### src/hdl/uart_params.svh
`ifndef UART_PARAMS_SVH
`define UART_PARAMS_SVH

// fifo and line timing
`define UART_FIFO_DEPTH  8
`define UART_OVERSAMPLE  16
`define UART_DIV_RESET   16'd3

// register offsets on the apb side
`define UART_ADDR_DATA   8'h00
`define UART_ADDR_STATUS 8'h04
`define UART_ADDR_DIV    8'h08

`endif

### src/hdl/uart_bus_pkg.sv
`default_nettype none

package uart_bus_pkg;

    typedef struct packed {
        logic [7:0]  paddr;
        logic        psel;
        logic        penable;
        logic        pwrite;
        logic [31:0] pwdata;
    } apb_req_t;

    typedef struct packed {
        logic [31:0] prdata;
        logic        pready;
        logic        pslverr;
    } apb_rsp_t;

    // first member is the msb, so tx_full lands in bit 0
    typedef struct packed {
        logic tx_busy;
        logic rx_frame_err;
        logic rx_valid;
        logic tx_empty;
        logic tx_full;
    } uart_status_t;

endpackage

`default_nettype wire

### src/hdl/uart_line_pkg.sv
`default_nettype none

package uart_line_pkg;

    // one byte waiting for the transmitter
    typedef struct packed {
        logic [7:0] data;
    } tx_byte_t;

    // received byte with frame_err above the data in bit 8
    typedef struct packed {
        logic       frame_err;
        logic [7:0] data;
    } rx_entry_t;

    // start + 8 data + stop
    localparam int FRAME_BITS = 10;

endpackage

`default_nettype wire

### src/hdl/apb_regs.sv
`default_nettype none
`timescale 1ns/10ps

`include "uart_params.svh"

module apb_regs
    import uart_bus_pkg::*, uart_line_pkg::*;
(
    input  logic        ck,
    input  logic        rst,
    input  apb_req_t    req,
    output apb_rsp_t    rsp,
    output logic        tx_push,
    output tx_byte_t    tx_data,
    input  logic        tx_full,
    input  logic        tx_empty,
    output logic        rx_pop,
    input  rx_entry_t   rx_head,
    input  logic        rx_empty,
    input  logic        tx_busy,
    output logic [15:0] divisor
);

    logic         access;
    logic         sel_data;
    logic         sel_status;
    logic         sel_div;
    logic [15:0]  div_q;
    uart_status_t status;

    assign access     = req.psel && req.penable;
    assign sel_data   = req.paddr == `UART_ADDR_DATA;
    assign sel_status = req.paddr == `UART_ADDR_STATUS;
    assign sel_div    = req.paddr == `UART_ADDR_DIV;

    // full fifo drops the byte, empty fifo is never popped
    assign tx_push      = access && req.pwrite && sel_data && !tx_full;
    assign tx_data.data = req.pwdata[7:0];
    assign rx_pop       = access && !req.pwrite && sel_data && !rx_empty;

    assign status.tx_full      = tx_full;
    assign status.tx_empty     = tx_empty;
    assign status.rx_valid     = !rx_empty;
    assign status.rx_frame_err = !rx_empty && rx_head.frame_err;
    assign status.tx_busy      = tx_busy;

    always_comb begin
        rsp        = '0;
        rsp.pready = 1'b1;
        if (access) begin
            if (sel_data) begin
                if (req.pwrite) begin
                    rsp.pslverr = tx_full;
                end else if (rx_empty) begin
                    rsp.pslverr = 1'b1;
                end else begin
                    rsp.prdata = 32'(rx_head);
                end
            end else if (sel_status && !req.pwrite) begin
                rsp.prdata = 32'(status);
            end else if (sel_div && !req.pwrite) begin
                rsp.prdata = {16'h0000, div_q};
            end
        end
    end

    always_ff @(posedge ck) begin
        if (rst) begin
            div_q <= `UART_DIV_RESET;
        end else if (access && req.pwrite && sel_div) begin
            div_q <= req.pwdata[15:0];
        end
    end

    assign divisor = div_q;

    // a setup cycle is always followed by its access cycle
    assert property (@(posedge ck) disable iff (rst)
        req.psel && !req.penable |=> req.psel && req.penable)
        else $error("apb setup phase not followed by access phase");

endmodule

`default_nettype wire

### src/hdl/baud_gen.sv
`default_nettype none
`timescale 1ns/10ps

module baud_gen (
    input  logic        ck,
    input  logic        rst,
    input  logic [15:0] divisor,
    output logic        tick
);

    logic [15:0] count;

    // counts down from divisor, so one tick per divisor+1 clocks
    always_ff @(posedge ck) begin
        if (rst) begin
            count <= '0;
            tick  <= 1'b0;
        end else if (count == '0) begin
            count <= divisor;
            tick  <= 1'b1;
        end else begin
            count <= count - 1'b1;
            tick  <= 1'b0;
        end
    end

endmodule

`default_nettype wire

### src/hdl/sync_fifo.sv
`default_nettype none
`timescale 1ns/10ps

`include "uart_params.svh"

module sync_fifo #(
    parameter type item_t = logic [7:0]
) (
    input  logic  ck,
    input  logic  rst,
    input  logic  push,
    input  item_t din,
    input  logic  pop,
    output item_t dout,
    output logic  full,
    output logic  empty
);

    localparam int DEPTH = `UART_FIFO_DEPTH;
    localparam int AW    = $clog2(DEPTH);
    localparam logic [AW:0] FULL_COUNT = (AW + 1)'(DEPTH);

    item_t         mem [DEPTH];
    logic [AW-1:0] wr_ptr;
    logic [AW-1:0] rd_ptr;
    logic [AW:0]   count;

    always_ff @(posedge ck) begin
        if (rst) begin
            wr_ptr <= '0;
            rd_ptr <= '0;
            count  <= '0;
        end else begin
            if (push) begin
                wr_ptr <= wr_ptr + 1'b1;
            end
            if (pop) begin
                rd_ptr <= rd_ptr + 1'b1;
            end
            case ({push, pop})
                2'b10:   count <= count + 1'b1;
                2'b01:   count <= count - 1'b1;
                default: count <= count;
            endcase
        end
    end

    always_ff @(posedge ck) begin
        if (push) begin
            mem[wr_ptr] <= din;
        end
    end

    // head entry is visible without a pop
    assign dout  = mem[rd_ptr];
    assign full  = count == FULL_COUNT;
    assign empty = count == '0;

    assert property (@(posedge ck) disable iff (rst) !(push && full))
        else $error("push into full fifo");
    assert property (@(posedge ck) disable iff (rst) !(pop && empty))
        else $error("pop from empty fifo");

endmodule

`default_nettype wire

### src/hdl/uart_apb.sv
`default_nettype none
`timescale 1ns/10ps

module uart_apb
    import uart_bus_pkg::*, uart_line_pkg::*;
(
    input  logic     ck,
    input  logic     rst,
    input  apb_req_t req,
    output apb_rsp_t rsp,
    input  logic     rxd,
    output logic     txd
);

    logic        tx_push, tx_pop, tx_full, tx_empty, tx_busy;
    tx_byte_t    tx_data, tx_head;
    logic        rx_push, rx_push_ok, rx_pop, rx_full, rx_empty;
    rx_entry_t   rx_entry, rx_head;
    logic [15:0] divisor;
    logic        tick;

    // an entry arriving at a full receive fifo is lost
    assign rx_push_ok = rx_push && !rx_full;

    apb_regs regs (
        .ck(ck), .rst(rst), .req(req), .rsp(rsp),
        .tx_push(tx_push), .tx_data(tx_data), .tx_full(tx_full), .tx_empty(tx_empty),
        .rx_pop(rx_pop), .rx_head(rx_head), .rx_empty(rx_empty),
        .tx_busy(tx_busy), .divisor(divisor)
    );

    sync_fifo #(.item_t(tx_byte_t)) tx_fifo (
        .ck(ck), .rst(rst), .push(tx_push), .din(tx_data), .pop(tx_pop),
        .dout(tx_head), .full(tx_full), .empty(tx_empty)
    );

    sync_fifo #(.item_t(rx_entry_t)) rx_fifo (
        .ck(ck), .rst(rst), .push(rx_push_ok), .din(rx_entry), .pop(rx_pop),
        .dout(rx_head), .full(rx_full), .empty(rx_empty)
    );

    baud_gen baud (.ck(ck), .rst(rst), .divisor(divisor), .tick(tick));

    uart_tx tx (
        .ck(ck), .rst(rst), .tick(tick), .fifo_empty(tx_empty), .fifo_data(tx_head),
        .fifo_pop(tx_pop), .busy(tx_busy), .txd(txd)
    );

    uart_rx rx (.ck(ck), .rst(rst), .tick(tick), .rxd(rxd), .push(rx_push), .entry(rx_entry));

endmodule

`default_nettype wire

### src/hdl/uart_rx.sv
`default_nettype none
`timescale 1ns/10ps

`include "uart_params.svh"

module uart_rx
    import uart_line_pkg::*;
(
    input  logic      ck,
    input  logic      rst,
    input  logic      tick,
    input  logic      rxd,
    output logic      push,
    output rx_entry_t entry
);

    localparam logic [3:0] TICK_MID  = 4'(`UART_OVERSAMPLE / 2 - 1);
    localparam logic [3:0] TICK_LAST = 4'(`UART_OVERSAMPLE - 1);

    typedef enum logic [1:0] {RX_IDLE, RX_START, RX_DATA, RX_STOP} rx_state_t;

    rx_state_t  state;
    logic       rxd_meta;
    logic       rxd_sync;
    logic       rxd_prev;
    logic [3:0] tick_cnt;
    logic [2:0] bit_cnt;
    logic [7:0] data_sr;

    always_ff @(posedge ck) begin
        if (rst) begin
            rxd_meta <= 1'b1;
            rxd_sync <= 1'b1;
            rxd_prev <= 1'b1;
        end else begin
            rxd_meta <= rxd;
            rxd_sync <= rxd_meta;
            rxd_prev <= rxd_sync;
        end
    end

    // ~~~~~~~~~~~~~~~~~~~~~~~~~~~~~~~~~~~~~~~~~~~~~~~~~~~~~~~~~~~~~~~~~~~~~~
    // frame fsm sampling each bit at its midpoint
    // ~~~~~~~~~~~~~~~~~~~~~~~~~~~~~~~~~~~~~~~~~~~~~~~~~~~~~~~~~~~~~~~~~~~~~~

    always_ff @(posedge ck) begin
        if (rst) begin
            state    <= RX_IDLE;
            tick_cnt <= '0;
            bit_cnt  <= '0;
            push     <= 1'b0;
        end else begin
            push <= 1'b0;
            case (state)
                RX_IDLE: begin
                    tick_cnt <= '0;
                    if (rxd_prev && !rxd_sync) begin
                        state <= RX_START;
                    end
                end
                RX_START: if (tick) begin
                    if (tick_cnt == TICK_MID) begin
                        // a start bit that went high again was a glitch
                        tick_cnt <= '0;
                        bit_cnt  <= '0;
                        state    <= rxd_sync ? RX_IDLE : RX_DATA;
                    end else begin
                        tick_cnt <= tick_cnt + 1'b1;
                    end
                end
                RX_DATA: if (tick) begin
                    if (tick_cnt == TICK_LAST) begin
                        tick_cnt <= '0;
                        bit_cnt  <= bit_cnt + 1'b1;
                        if (bit_cnt == 3'd7) begin
                            state <= RX_STOP;
                        end
                    end else begin
                        tick_cnt <= tick_cnt + 1'b1;
                    end
                end
                RX_STOP: if (tick) begin
                    if (tick_cnt == TICK_LAST) begin
                        push  <= 1'b1;
                        state <= RX_IDLE;
                    end else begin
                        tick_cnt <= tick_cnt + 1'b1;
                    end
                end
                default: state <= RX_IDLE;
            endcase
        end
    end

    always_ff @(posedge ck) begin
        if (state == RX_DATA && tick && tick_cnt == TICK_LAST) begin
            data_sr <= {rxd_sync, data_sr[7:1]};
        end
        if (state == RX_STOP && tick && tick_cnt == TICK_LAST) begin
            entry.data      <= data_sr;
            entry.frame_err <= !rxd_sync;
        end
    end

endmodule

`default_nettype wire

### src/hdl/uart_tx.sv
`default_nettype none
`timescale 1ns/10ps

`include "uart_params.svh"

module uart_tx
    import uart_line_pkg::*;
(
    input  logic     ck,
    input  logic     rst,
    input  logic     tick,
    input  logic     fifo_empty,
    input  tx_byte_t fifo_data,
    output logic     fifo_pop,
    output logic     busy,
    output logic     txd
);

    localparam logic [3:0] TICK_LAST = 4'(`UART_OVERSAMPLE - 1);
    localparam logic [3:0] BIT_LAST  = 4'(FRAME_BITS - 1);

    logic [9:0] shift;
    logic [3:0] bit_cnt;
    logic [3:0] tick_cnt;

    assign fifo_pop = !busy && !fifo_empty;

    always_ff @(posedge ck) begin
        if (rst) begin
            busy     <= 1'b0;
            shift    <= '1;
            bit_cnt  <= '0;
            tick_cnt <= '0;
        end else if (fifo_pop) begin
            // stop, data lsb first, start
            busy     <= 1'b1;
            shift    <= {1'b1, fifo_data.data, 1'b0};
            bit_cnt  <= '0;
            tick_cnt <= '0;
        end else if (busy && tick) begin
            if (tick_cnt == TICK_LAST) begin
                tick_cnt <= '0;
                shift    <= {1'b1, shift[9:1]};
                if (bit_cnt == BIT_LAST) begin
                    busy <= 1'b0;
                end else begin
                    bit_cnt <= bit_cnt + 1'b1;
                end
            end else begin
                tick_cnt <= tick_cnt + 1'b1;
            end
        end
    end

    assign txd = shift[0];

    // line idles at mark between frames
    assert property (@(posedge ck) disable iff (rst) !busy |-> txd)
        else $error("txd low while transmitter idle");

endmodule

`default_nettype wire

### config.mk
export PLATFORM = sky130hd
export DESIGN_NAME = uart_apb
export DESIGN_NICKNAME = d
export VERILOG_FILES = /design/src/hdl/uart_bus_pkg.sv /design/src/hdl/uart_line_pkg.sv /design/src/hdl/apb_regs.sv /design/src/hdl/baud_gen.sv /design/src/hdl/sync_fifo.sv /design/src/hdl/uart_apb.sv /design/src/hdl/uart_rx.sv /design/src/hdl/uart_tx.sv
export VERILOG_INCLUDE_DIRS = /design/src /design/src/hdl
export SDC_FILE = /design/constraint.sdc
export NUM_CORES = 1
export LEC_CHECK = 0
export ABC_AREA = 0
export BUFFER_PORTS_ARGS = -buffer_cell sky130_fd_sc_hd__buf_2
export CAP_MARGIN = 20
export CORE_UTILIZATION = 55
export CTS_CLUSTER_SIZE = 10
export DETAILED_ROUTE_END_ITERATION = 6
export PLACE_DENSITY_LB_ADDON = 0.08
export SLEW_MARGIN = 20
export SYNTH_ARGS = -nofsm -noshare
export SYNTH_HDL_FRONTEND = slang
export SYNTH_HIERARCHICAL = 1
export SYNTH_SLANG_ARGS = --single-unit
### constraint.sdc
create_clock -name ck -period 7.9 [get_ports ck]
set_clock_uncertainty 0.05 [all_clocks]
set_input_delay 1.975 -clock ck [delete_from_list [all_inputs] [get_ports ck]]
set_output_delay 1.975 -clock ck [all_outputs]
set_load 0.02 [all_outputs]
== Word-level counts from Yosys, hierarchy flattened ==
Memories as Yosys holds them, arrays and structs flattened. A register that Yosys moved wholly into a read port is not among the register bits.
Cells that the tools add are included.
Operators by class
  $add $sub $neg: 13
  equality and inequality tests: 25
  multiplexer cells: 53
  bitwise logic cells: 3
  reductions and logical operators: 45
Operators by type and width (number)
  32-bit 2-to-1 mux: 4
  9-bit 2-to-1 mux: 4
  16-bit 2-to-1 mux: 2
  4-bit 2-to-1 mux: 7
  3-bit 2-to-1 mux: 8
  4-bit by 1-bit adder with 4-bit output (second input constant): 5
  4-bit equality test (second input constant): 5
  1-bit logical AND: 19
  2-bit 2-to-1 mux: 9
  16-bit logical NOT: 1
  4-bit case mux with 2 select lines: 2
  4-bit case mux with 4 select lines: 1
  16-bit by 1-bit subtractor with 16-bit output (second input constant): 1
  3-bit by 1-bit adder with 3-bit output (second input constant): 5
  1-bit 2-to-1 mux: 14
  2-bit nonzero test: 6
  2-bit by 1-bit inequality test with 1-bit output (second input constant): 5
  2-bit equality test (second input constant): 4
  8-bit by 3-bit equality test with 1-bit output (second input constant): 1
  8-bit by 4-bit equality test with 1-bit output (second input constant): 1
  4-bit logical NOT: 2
  8-bit logical NOT: 1
  2-bit inequality test (second input constant): 4
  2-bit case mux with 4 select lines: 1
  other kinds (15): 27
Word-level totals
  bits in registers: 101
  bits in writable memories: 136
  input bits: 46
  output and inout bits: 35
  word-level logic and storage cells: 164
  memories kept: 2
Memory list
  rx_fifo.mem: depth 8, width 9, read ports 1, clocked after memory_dff 1, wr ports 1, RTL line sync_fifo.sv:23  | item_t mem [DEPTH];
  tx_fifo.mem: depth 8, width 8, read ports 1, clocked after memory_dff 1, wr ports 1, RTL line sync_fifo.sv:23

== Logic depth before layout (Yosys ltp) ==
Gate-level depths: netlist (run 1).
  word-level depth: 6
  mapped depth: 12
  gate-level depth less buffers: 11

== Modules after synthesis ==
Netlist (run 1), hierarchy kept.
By module, submodules not included
  sync_fifo at rx_fifo: times used 1, cells each 174, area each 3409.5 um^2, seq. area each 2422.3 um^2
  sync_fifo at tx_fifo: times used 1, cells each 163, area each 3101.7 um^2, seq. area each 2182.1 um^2
  apb_regs: times used 1, cells each 160, area each 1290.0 um^2, seq. area each 320.3 um^2
  uart_rx: times used 1, cells each 97, area each 1204.9 um^2, seq. area each 770.7 um^2
  uart_tx: times used 1, cells each 103, area each 910.9 um^2, seq. area each 360.3 um^2
  baud_gen: times used 1, cells each 99, area each 882.1 um^2, seq. area each 340.3 um^2
  uart_apb: times used 1, cells each 1, area each 13.8 um^2, seq. area each 0.0 um^2

== Worst setup path after synthesis (run 1) ==
Ideal clock, no wire load.
  kind: input-to-output
  from: in req[40] in the netlist's numbering
  to: out rsp[2] in the netlist's numbering
  data arrival time: 3.483 ns
  path slack: 2.392 ns
  stages: 3
  cell sequence: or4_4 > or3_1 > a221oi_1
RTL lines
  start, declared: RTL line uart_apb.sv:9  | input apb_req_t req,
  end, declared: RTL line uart_apb.sv:10  | output apb_rsp_t rsp,

==> results of run 1 <==
[kinds of logic (layout without fill, tap and decap cells)]
kind of cell,after synthesis,count (layout),share of synthesized area
other cells,2,17,0.000695
flops,243,243,0.592
simple gates,252,252,0.132
xor+xnor,29,29,0.0235
mux,79,79,0.126
buf+inv,74,119,0.0418
compound gates,100,100,0.0631
fa+ha+maj,18,18,0.0208
[placed cells by master, fill, tap and decap left out, types with 5 or more instances in the layout]
cell type  instances
edfxtp_1         153
dfxtp_1           90
nor2_1            68
buf_2             47
nand2b_1          43
mux4_1            33
nand2_1           32
a21oi_1           29
clkbuf_16         29
mux2i_1           26
clkbuf_1          19
mux2_2            19
xor2_1            18
ha_1              18
o21ai_0           17
conb_1            17
a221oi_1          16
nor3_1            13
inv_1             12
xnor2_1           11
nor2b_1           10
nand3_1            9
and2_1             9
nor4_1             8
buf_4              8
or2_2              7
nand4_1            6
a211oi_1           6
a31oi_1            5
nor4b_1            5
[registers in the layout (all words and copies together) (netlist names), 4 cells and up, named ones only]
signal and count:
tx/shift 9, baud/count 16, rx/entry 9, tx_fifo/count 4, rx_fifo/mem 72, tx/bit_cnt 4
tx/tick_cnt 4, regs/divisor 16, rx_fifo/count 4, tx_fifo/mem 64, rx/data_sr 8, rx/tick_cnt 4
[path summary, 6_finish.rpt]
check / end / slack, ps / cells after the start
max: rsp[9] / 2200 / 5
min: rx/entry[0] / 370 / 0
max reg2reg: tx_fifo/count[2] / 4810 / 10
min reg2reg: rx/entry[0] / 370 / 0
[power by group through the flow]
stage	Sequential (mW)	Combinational, mW	Clock, mW
2_1_floorplan	1.45	0.279	0
3_3_place_gp	1.46	0.305	0
3_5_place_dp	1.47	0.317	0
4_1_cts	1.44	0.319	1.18
5_1_grt	1.45	0.363	1.23
6_report	1.44	0.322	1.15
[final cells by class]
type	count	area, µm²
Fill cell	1426	7030
Clock buffer	49	811
Timing Repair Buffer	56	307
Tap cell	260	325
Multi-Input combinational cell	495	4030
Clock inverter	1	6.26
Sequential cell	243	6400
Inverter	13	48.8
[routing by layer]
metal | global-route usage | vias up
li1 | - | 3071
met2 | 0.386 | 150
met3 | 0.0333 | 27
met1 | 0.298 | 3276
met4 | 0.0464 | 0
met5 | 0 | -
[metrics by stage]
step           power (mW)  hold slack [ps]
2_1_floorplan        1.72              339
3_3_place_gp         1.77              356
3_5_place_dp         1.78              359
4_1_cts              2.94              379
5_1_grt              3.04              395
6_report             2.91              374
==> impl_metrics.json, run 1 <==
{
  "slew_viol_final": 0,
  "root_buffer": "clkbuf_16",
  "ys_ff_latch": 243,
  "critPathSlowestCell": "or4_4",
  "worst_slack_ps": 2200,
  "dp_hpwl_um": 14600,
  "leakagePower_nw": 4.04,
  "hp-class": "flip-flop to flip-flop",
  "rsz0062_at_grt": "false",
  "path_buf_inv": 2,
  "required_ps": 5880,
  "end_kind": "output pin",
  "cts_resized": 0,
  "hold_viol": 0,
  "vias_per_cell": 5.84,
  "nNetsFinal": 901,
  "synthToLayoutAreaGrowth_pct": 10.3,
  "ant_nets": 0,
  "final-instance-count-excl-fill": 1117,
  "diodes": 0,
  "num_rows": 50,
  "intPower_mw": 2.21,
  "first_global_vias": 6408,
  "io_buffer_count": 47,
  "final_util": 0.629,
  "hp-start": "rx/data_sr[0]",
  "ctsLongestPathBuffers": 3,
  "yosys.cell_types.count": 71,
  "fp.coreArea_um2": 19000,
  "combPwrFrac": 0.111,
  "critical-path-top-delay-family": "simple AND/OR/NAND/NOR gates",
  "switching_power_mw": 0.699,
  "crit_start": "req[40]",
  "drtIter0Drc": 383,
  "dpl_worst_slack_ps": 2150,
  "fp.dieW_um": 142,
  "cp_cell_sequence": "buf_2 > or4_4 > or2_2 > a221oi_1 > buf_2",
  "synth_edf_count": 153,
  "clk_pin_slew_worst_paths_ps": 50,
  "netlist_instances": 797,
  "run_status": "finished, final reports clean",
  "numCtsBuffers": 28,
  "path_common_cell": "buf_2",
  "max_slew.worst_pin.slew_ps": 1080,
  "period_needed_ps": 5700,
  "cts_tree": "done",
  "cp.arrival_ps": 3670,
  "p_clk_frac": 0.395,
  "ys_async_sr_fraction": 0,
  "layout-drive-gt1-share": 0.154,
  "synth_top_flop_cell": "edfxtp_1",
  "cts_setup_buffers": 0,
  "fmax_mhz": 175,
  "syn_avg_cell_area_um2": 13.6,
  "place_congestion": 0.804,
  "dr_total_vias": 6524,
  "met3_length_um": 963,
  "r2r-start": "tx_fifo/count[1]",
  "grt_pass1_wl_um": 34500,
  "synth_area_um2": 10800,
  "start_kind": "input pin",
  "fin_crit_sh": 0.721,
  "maxCapViolations": 0,
  "final_area_um2": 11900,
  "clkSinkCount": 243,
  "swShare": 0.240,
  "routed-wl-met2_um": 11000,
  "place_area_um2": 11100,
  "wl_um": 21900,
  "netlist.area_leader.share": 0.425,
  "wire_per_inst_um": 19.6,
  "cts_hold_buf": 0,
  "die-area_um2": 20200,
  "critPathMaxFanout": 4,
  "met1Wirelength_um": 9630,
  "track_usage": 0.223,
  "routed.top_layer": "met4",
  "firstDrtPassIters": 4,
  "h-tree-depth": 1,
  "drc_errors": 0,
  "crit_type": "input pin to output pin",
  "slew_headroom": 0.278,
  "start_util": 0.570,
  "synth_common_cells": "edfxtp_1, dfxtp_1, nor2_1",
  "grt_max_degree": 62,
  "ys_top_cells_by_area": "edfxtp_1, dfxtp_1, mux4_1, nand2b_1, mux2i_1",
  "synth_seq_area_share": 0.592,
  "peakVddDrop_mv": 0.177,
  "ios": 81,
  "yosysTopAreaCell": "edfxtp_1",
  "die_h_um": 142,
  "antenna_found_initial": 0,
  "p_per_area_nw_per_um2": 244,
  "clock_latency_ps": 520,
  "setup_tns_ps": 0,
  "gr-total-overflow": 0,
  "finalSetupViolCount": 0,
  "ys.warnings.count": 6,
  "place_inst": 1066,
  "max_stage_delay_ps": 570,
  "yosysMostFrequentCell": "edfxtp_1",
  "power_frac_seq": 0.494
}
(Power assumes the default switching activity.)
==> inputs of run 2 (changes only) <==
Settings changed: CORE_UTILIZATION 55 to 54.
Clock period 7.9 ns to 4.7 ns, I/O delays scaled along.
==> run 2 against run 1 <==
Cell area rose by 0.59%. Count of clock-buffer cells in the layout is 1 higher. Cell count grew 1.5%. Highest routed layer unchanged.
==> impl_metrics.json, run 2 (synthesis gave the netlist of run 1 again) <==
{
  "run_status": "finished, final reports clean",
  "largestRegisters": "rx_fifo/mem (72), tx_fifo/mem (64)",
  "wire_per_inst_um": 19.6,
  "hold_depth": 1,
  "p_clk_frac": 0.391,
  "root_buffer": "clkbuf_16",
  "slew_viol_final": 0,
  "die-area_um2": 20600,
  "max_slew.worst_pin.slew_ps": 1070,
  "largest_register_ffs": 72,
  "cts_setup_buffers": 0,
  "die_h_um": 144,
  "critPathMaxFanout": 11,
  "leakagePower_nw": 4.08,
  "power_frac_seq": 0.497,
  "layout_common_cells": "edfxtp_1, dfxtp_1, nor2_1",
  "intPower_mw": 3.68,
  "ctsLongestPathBuffers": 3,
  "first_global_vias": 6310,
  "fp.coreArea_um2": 19500,
  "h-tree-depth": 1,
  "io_buffer_count": 47,
  "vias_per_cell": 5.73,
  "period_needed_ps": 4140,
  "reg2reg_depth": 10,
  "dp_hpwl_um": 14800,
  "fin_crit_sh": 0.881,
  "holdWs_ps": 364,
  "clk_pin_slew_worst_paths_ps": 60,
  "clock_latency_ps": 540,
  "ios": 81,
  "gr-total-overflow": 0,
  "hp-start": "rx/rxd_meta",
  "combPwrFrac": 0.112,
  "dr_total_vias": 6502,
  "cts_tree": "done",
  "peakVddDrop_mv": 0.304,
  "fp.dieW_um": 144,
  "crit_type": "flip-flop to output pin",
  "end_kind": "output pin",
  "slew_headroom": 0.283,
  "cp.arrival_ps": 2920,
  "layout-drive-gt1-share": 0.163,
  "reg2reg_to": "rx_fifo/count[2]",
  "switching_power_mw": 1.19,
  "fmax_mhz": 241,
  "maxCapViolations": 0,
  "hp-class": "flip-flop to flip-flop",
  "rsz0062_at_grt": "false",
  "antenna_found_initial": 0,
  "cts_hold_buf": 0,
  "rrSetupSlack_ps": 1730,
  "num_rows": 51,
  "synthToLayoutAreaGrowth_pct": 10.9,
  "drc_errors": 0,
  "place_congestion": 0.789,
  "hold_viol": 0,
  "cts_resized": 0,
  "ant_nets": 0,
  "finalSetupViolCount": 0,
  "grt_pass1_wl_um": 33800,
  "drtIter0Drc": 436,
  "wl_um": 22200,
  "start_util": 0.554,
  "p_per_area_nw_per_um2": 406,
  "start_kind": "flip-flop",
  "numCtsBuffers": 28,
  "r2r-start": "rx_fifo/count[1]",
  "clkSinkCount": 243,
  "hold_path_end": "rx/rxd_sync",
  "regMostFlops": "rx_fifo/mem",
  "track_usage": 0.219,
  "required_ps": 3470,
  "mostFrequentLayoutCell": "edfxtp_1",
  "swShare": 0.244,
  "fillers": 1539,
  "setup_tns_ps": 0,
  "firstDrtPassIters": 5,
  "diodes": 0,
  "grt_max_degree": 41,
  "nNetsFinal": 912
}
-- run 2: cell types whose count changed in the layout (fill, tap and decap cells not counted), sizes merged --
cell,delta
clkbuf,+1
inv,-1
clkinv,+1
buf,+11
-- run 2: how the worst max path moves through the flow --
| stage | startpoint | endpoint | slack (ps) | depth (start not counted) |
|---|---|---|---|---|
| floorplan | req[40] | rsp[2] | 790 | 3 |
| global placement | req[40] | rsp[2] | 690 | 5 |
| detailed placement | req[40] | rsp[2] | 650 | 5 |
| CTS | flip-flop | rsp[2] | 550 | 6 |
| global route | flip-flop | rsp[3] | 510 | 6 |
| finish | flip-flop | rsp[2] | 560 | 6 |
-- run 2: worst max-delay path: stages (launching register included) --
cell and delay (ps):
dfxtp_1 780, buf_4 320, mux4_1 580, mux2_2 310
nand2_1 70, a221oi_1 110, buf_2 200
-- run 2: final cells by class --
| type | instances | area, µm² | share of cell area |
|---|---|---|---|
| Sequential cell | 243 | 6400 | 0.533 |
| Multi-Input combinational cell | 495 | 4030 | 0.336 |
| Clock buffer | 50 | 783 | 0.0653 |
| Timing Repair Buffer | 67 | 385 | 0.0321 |
| Tap cell | 265 | 332 | 0.0276 |
| Inverter | 13 | 48.8 | 0.00407 |
| Clock inverter | 1 | 16.3 | 0.00136 |
-- run 2: power by group through the flow --
stage | sequential [mW] | combinational (mW) | clock (mW)
after global routing | 2.43 | 0.605 | 2.03
final | 2.42 | 0.546 | 1.91
after detailed placement | 2.46 | 0.545 | 0
after floorplan | 2.43 | 0.469 | 0
after global placement | 2.46 | 0.520 | 0
after CTS | 2.42 | 0.549 | 1.94
-- run 2: per-layer routing --
layer	global-route usage	part of all wire
met5	0	0
met4	0.0633	0.018
met3	0.0313	0.033
met2	0.375	0.50
met1	0.289	0.45
-- run 2: per-stage QoR --
| step | worst slack [ps] | instance area, µm² | util | instances | power [mW] |
|---|---|---|---|---|---|
| finish | 558 | 12000 | 0.614 | 1134 | 4.87 |
| global route | 509 | 12000 | 0.614 | 1134 | 5.06 |
| global placement | 687 | 11200 | 0.573 | 1083 | 2.98 |
| detailed placement | 646 | 11200 | 0.573 | 1083 | 3.01 |
| floorplan | 792 | 10900 | - | 812 | 2.90 |
| CTS | 546 | 12000 | 0.614 | 1134 | 4.91 |
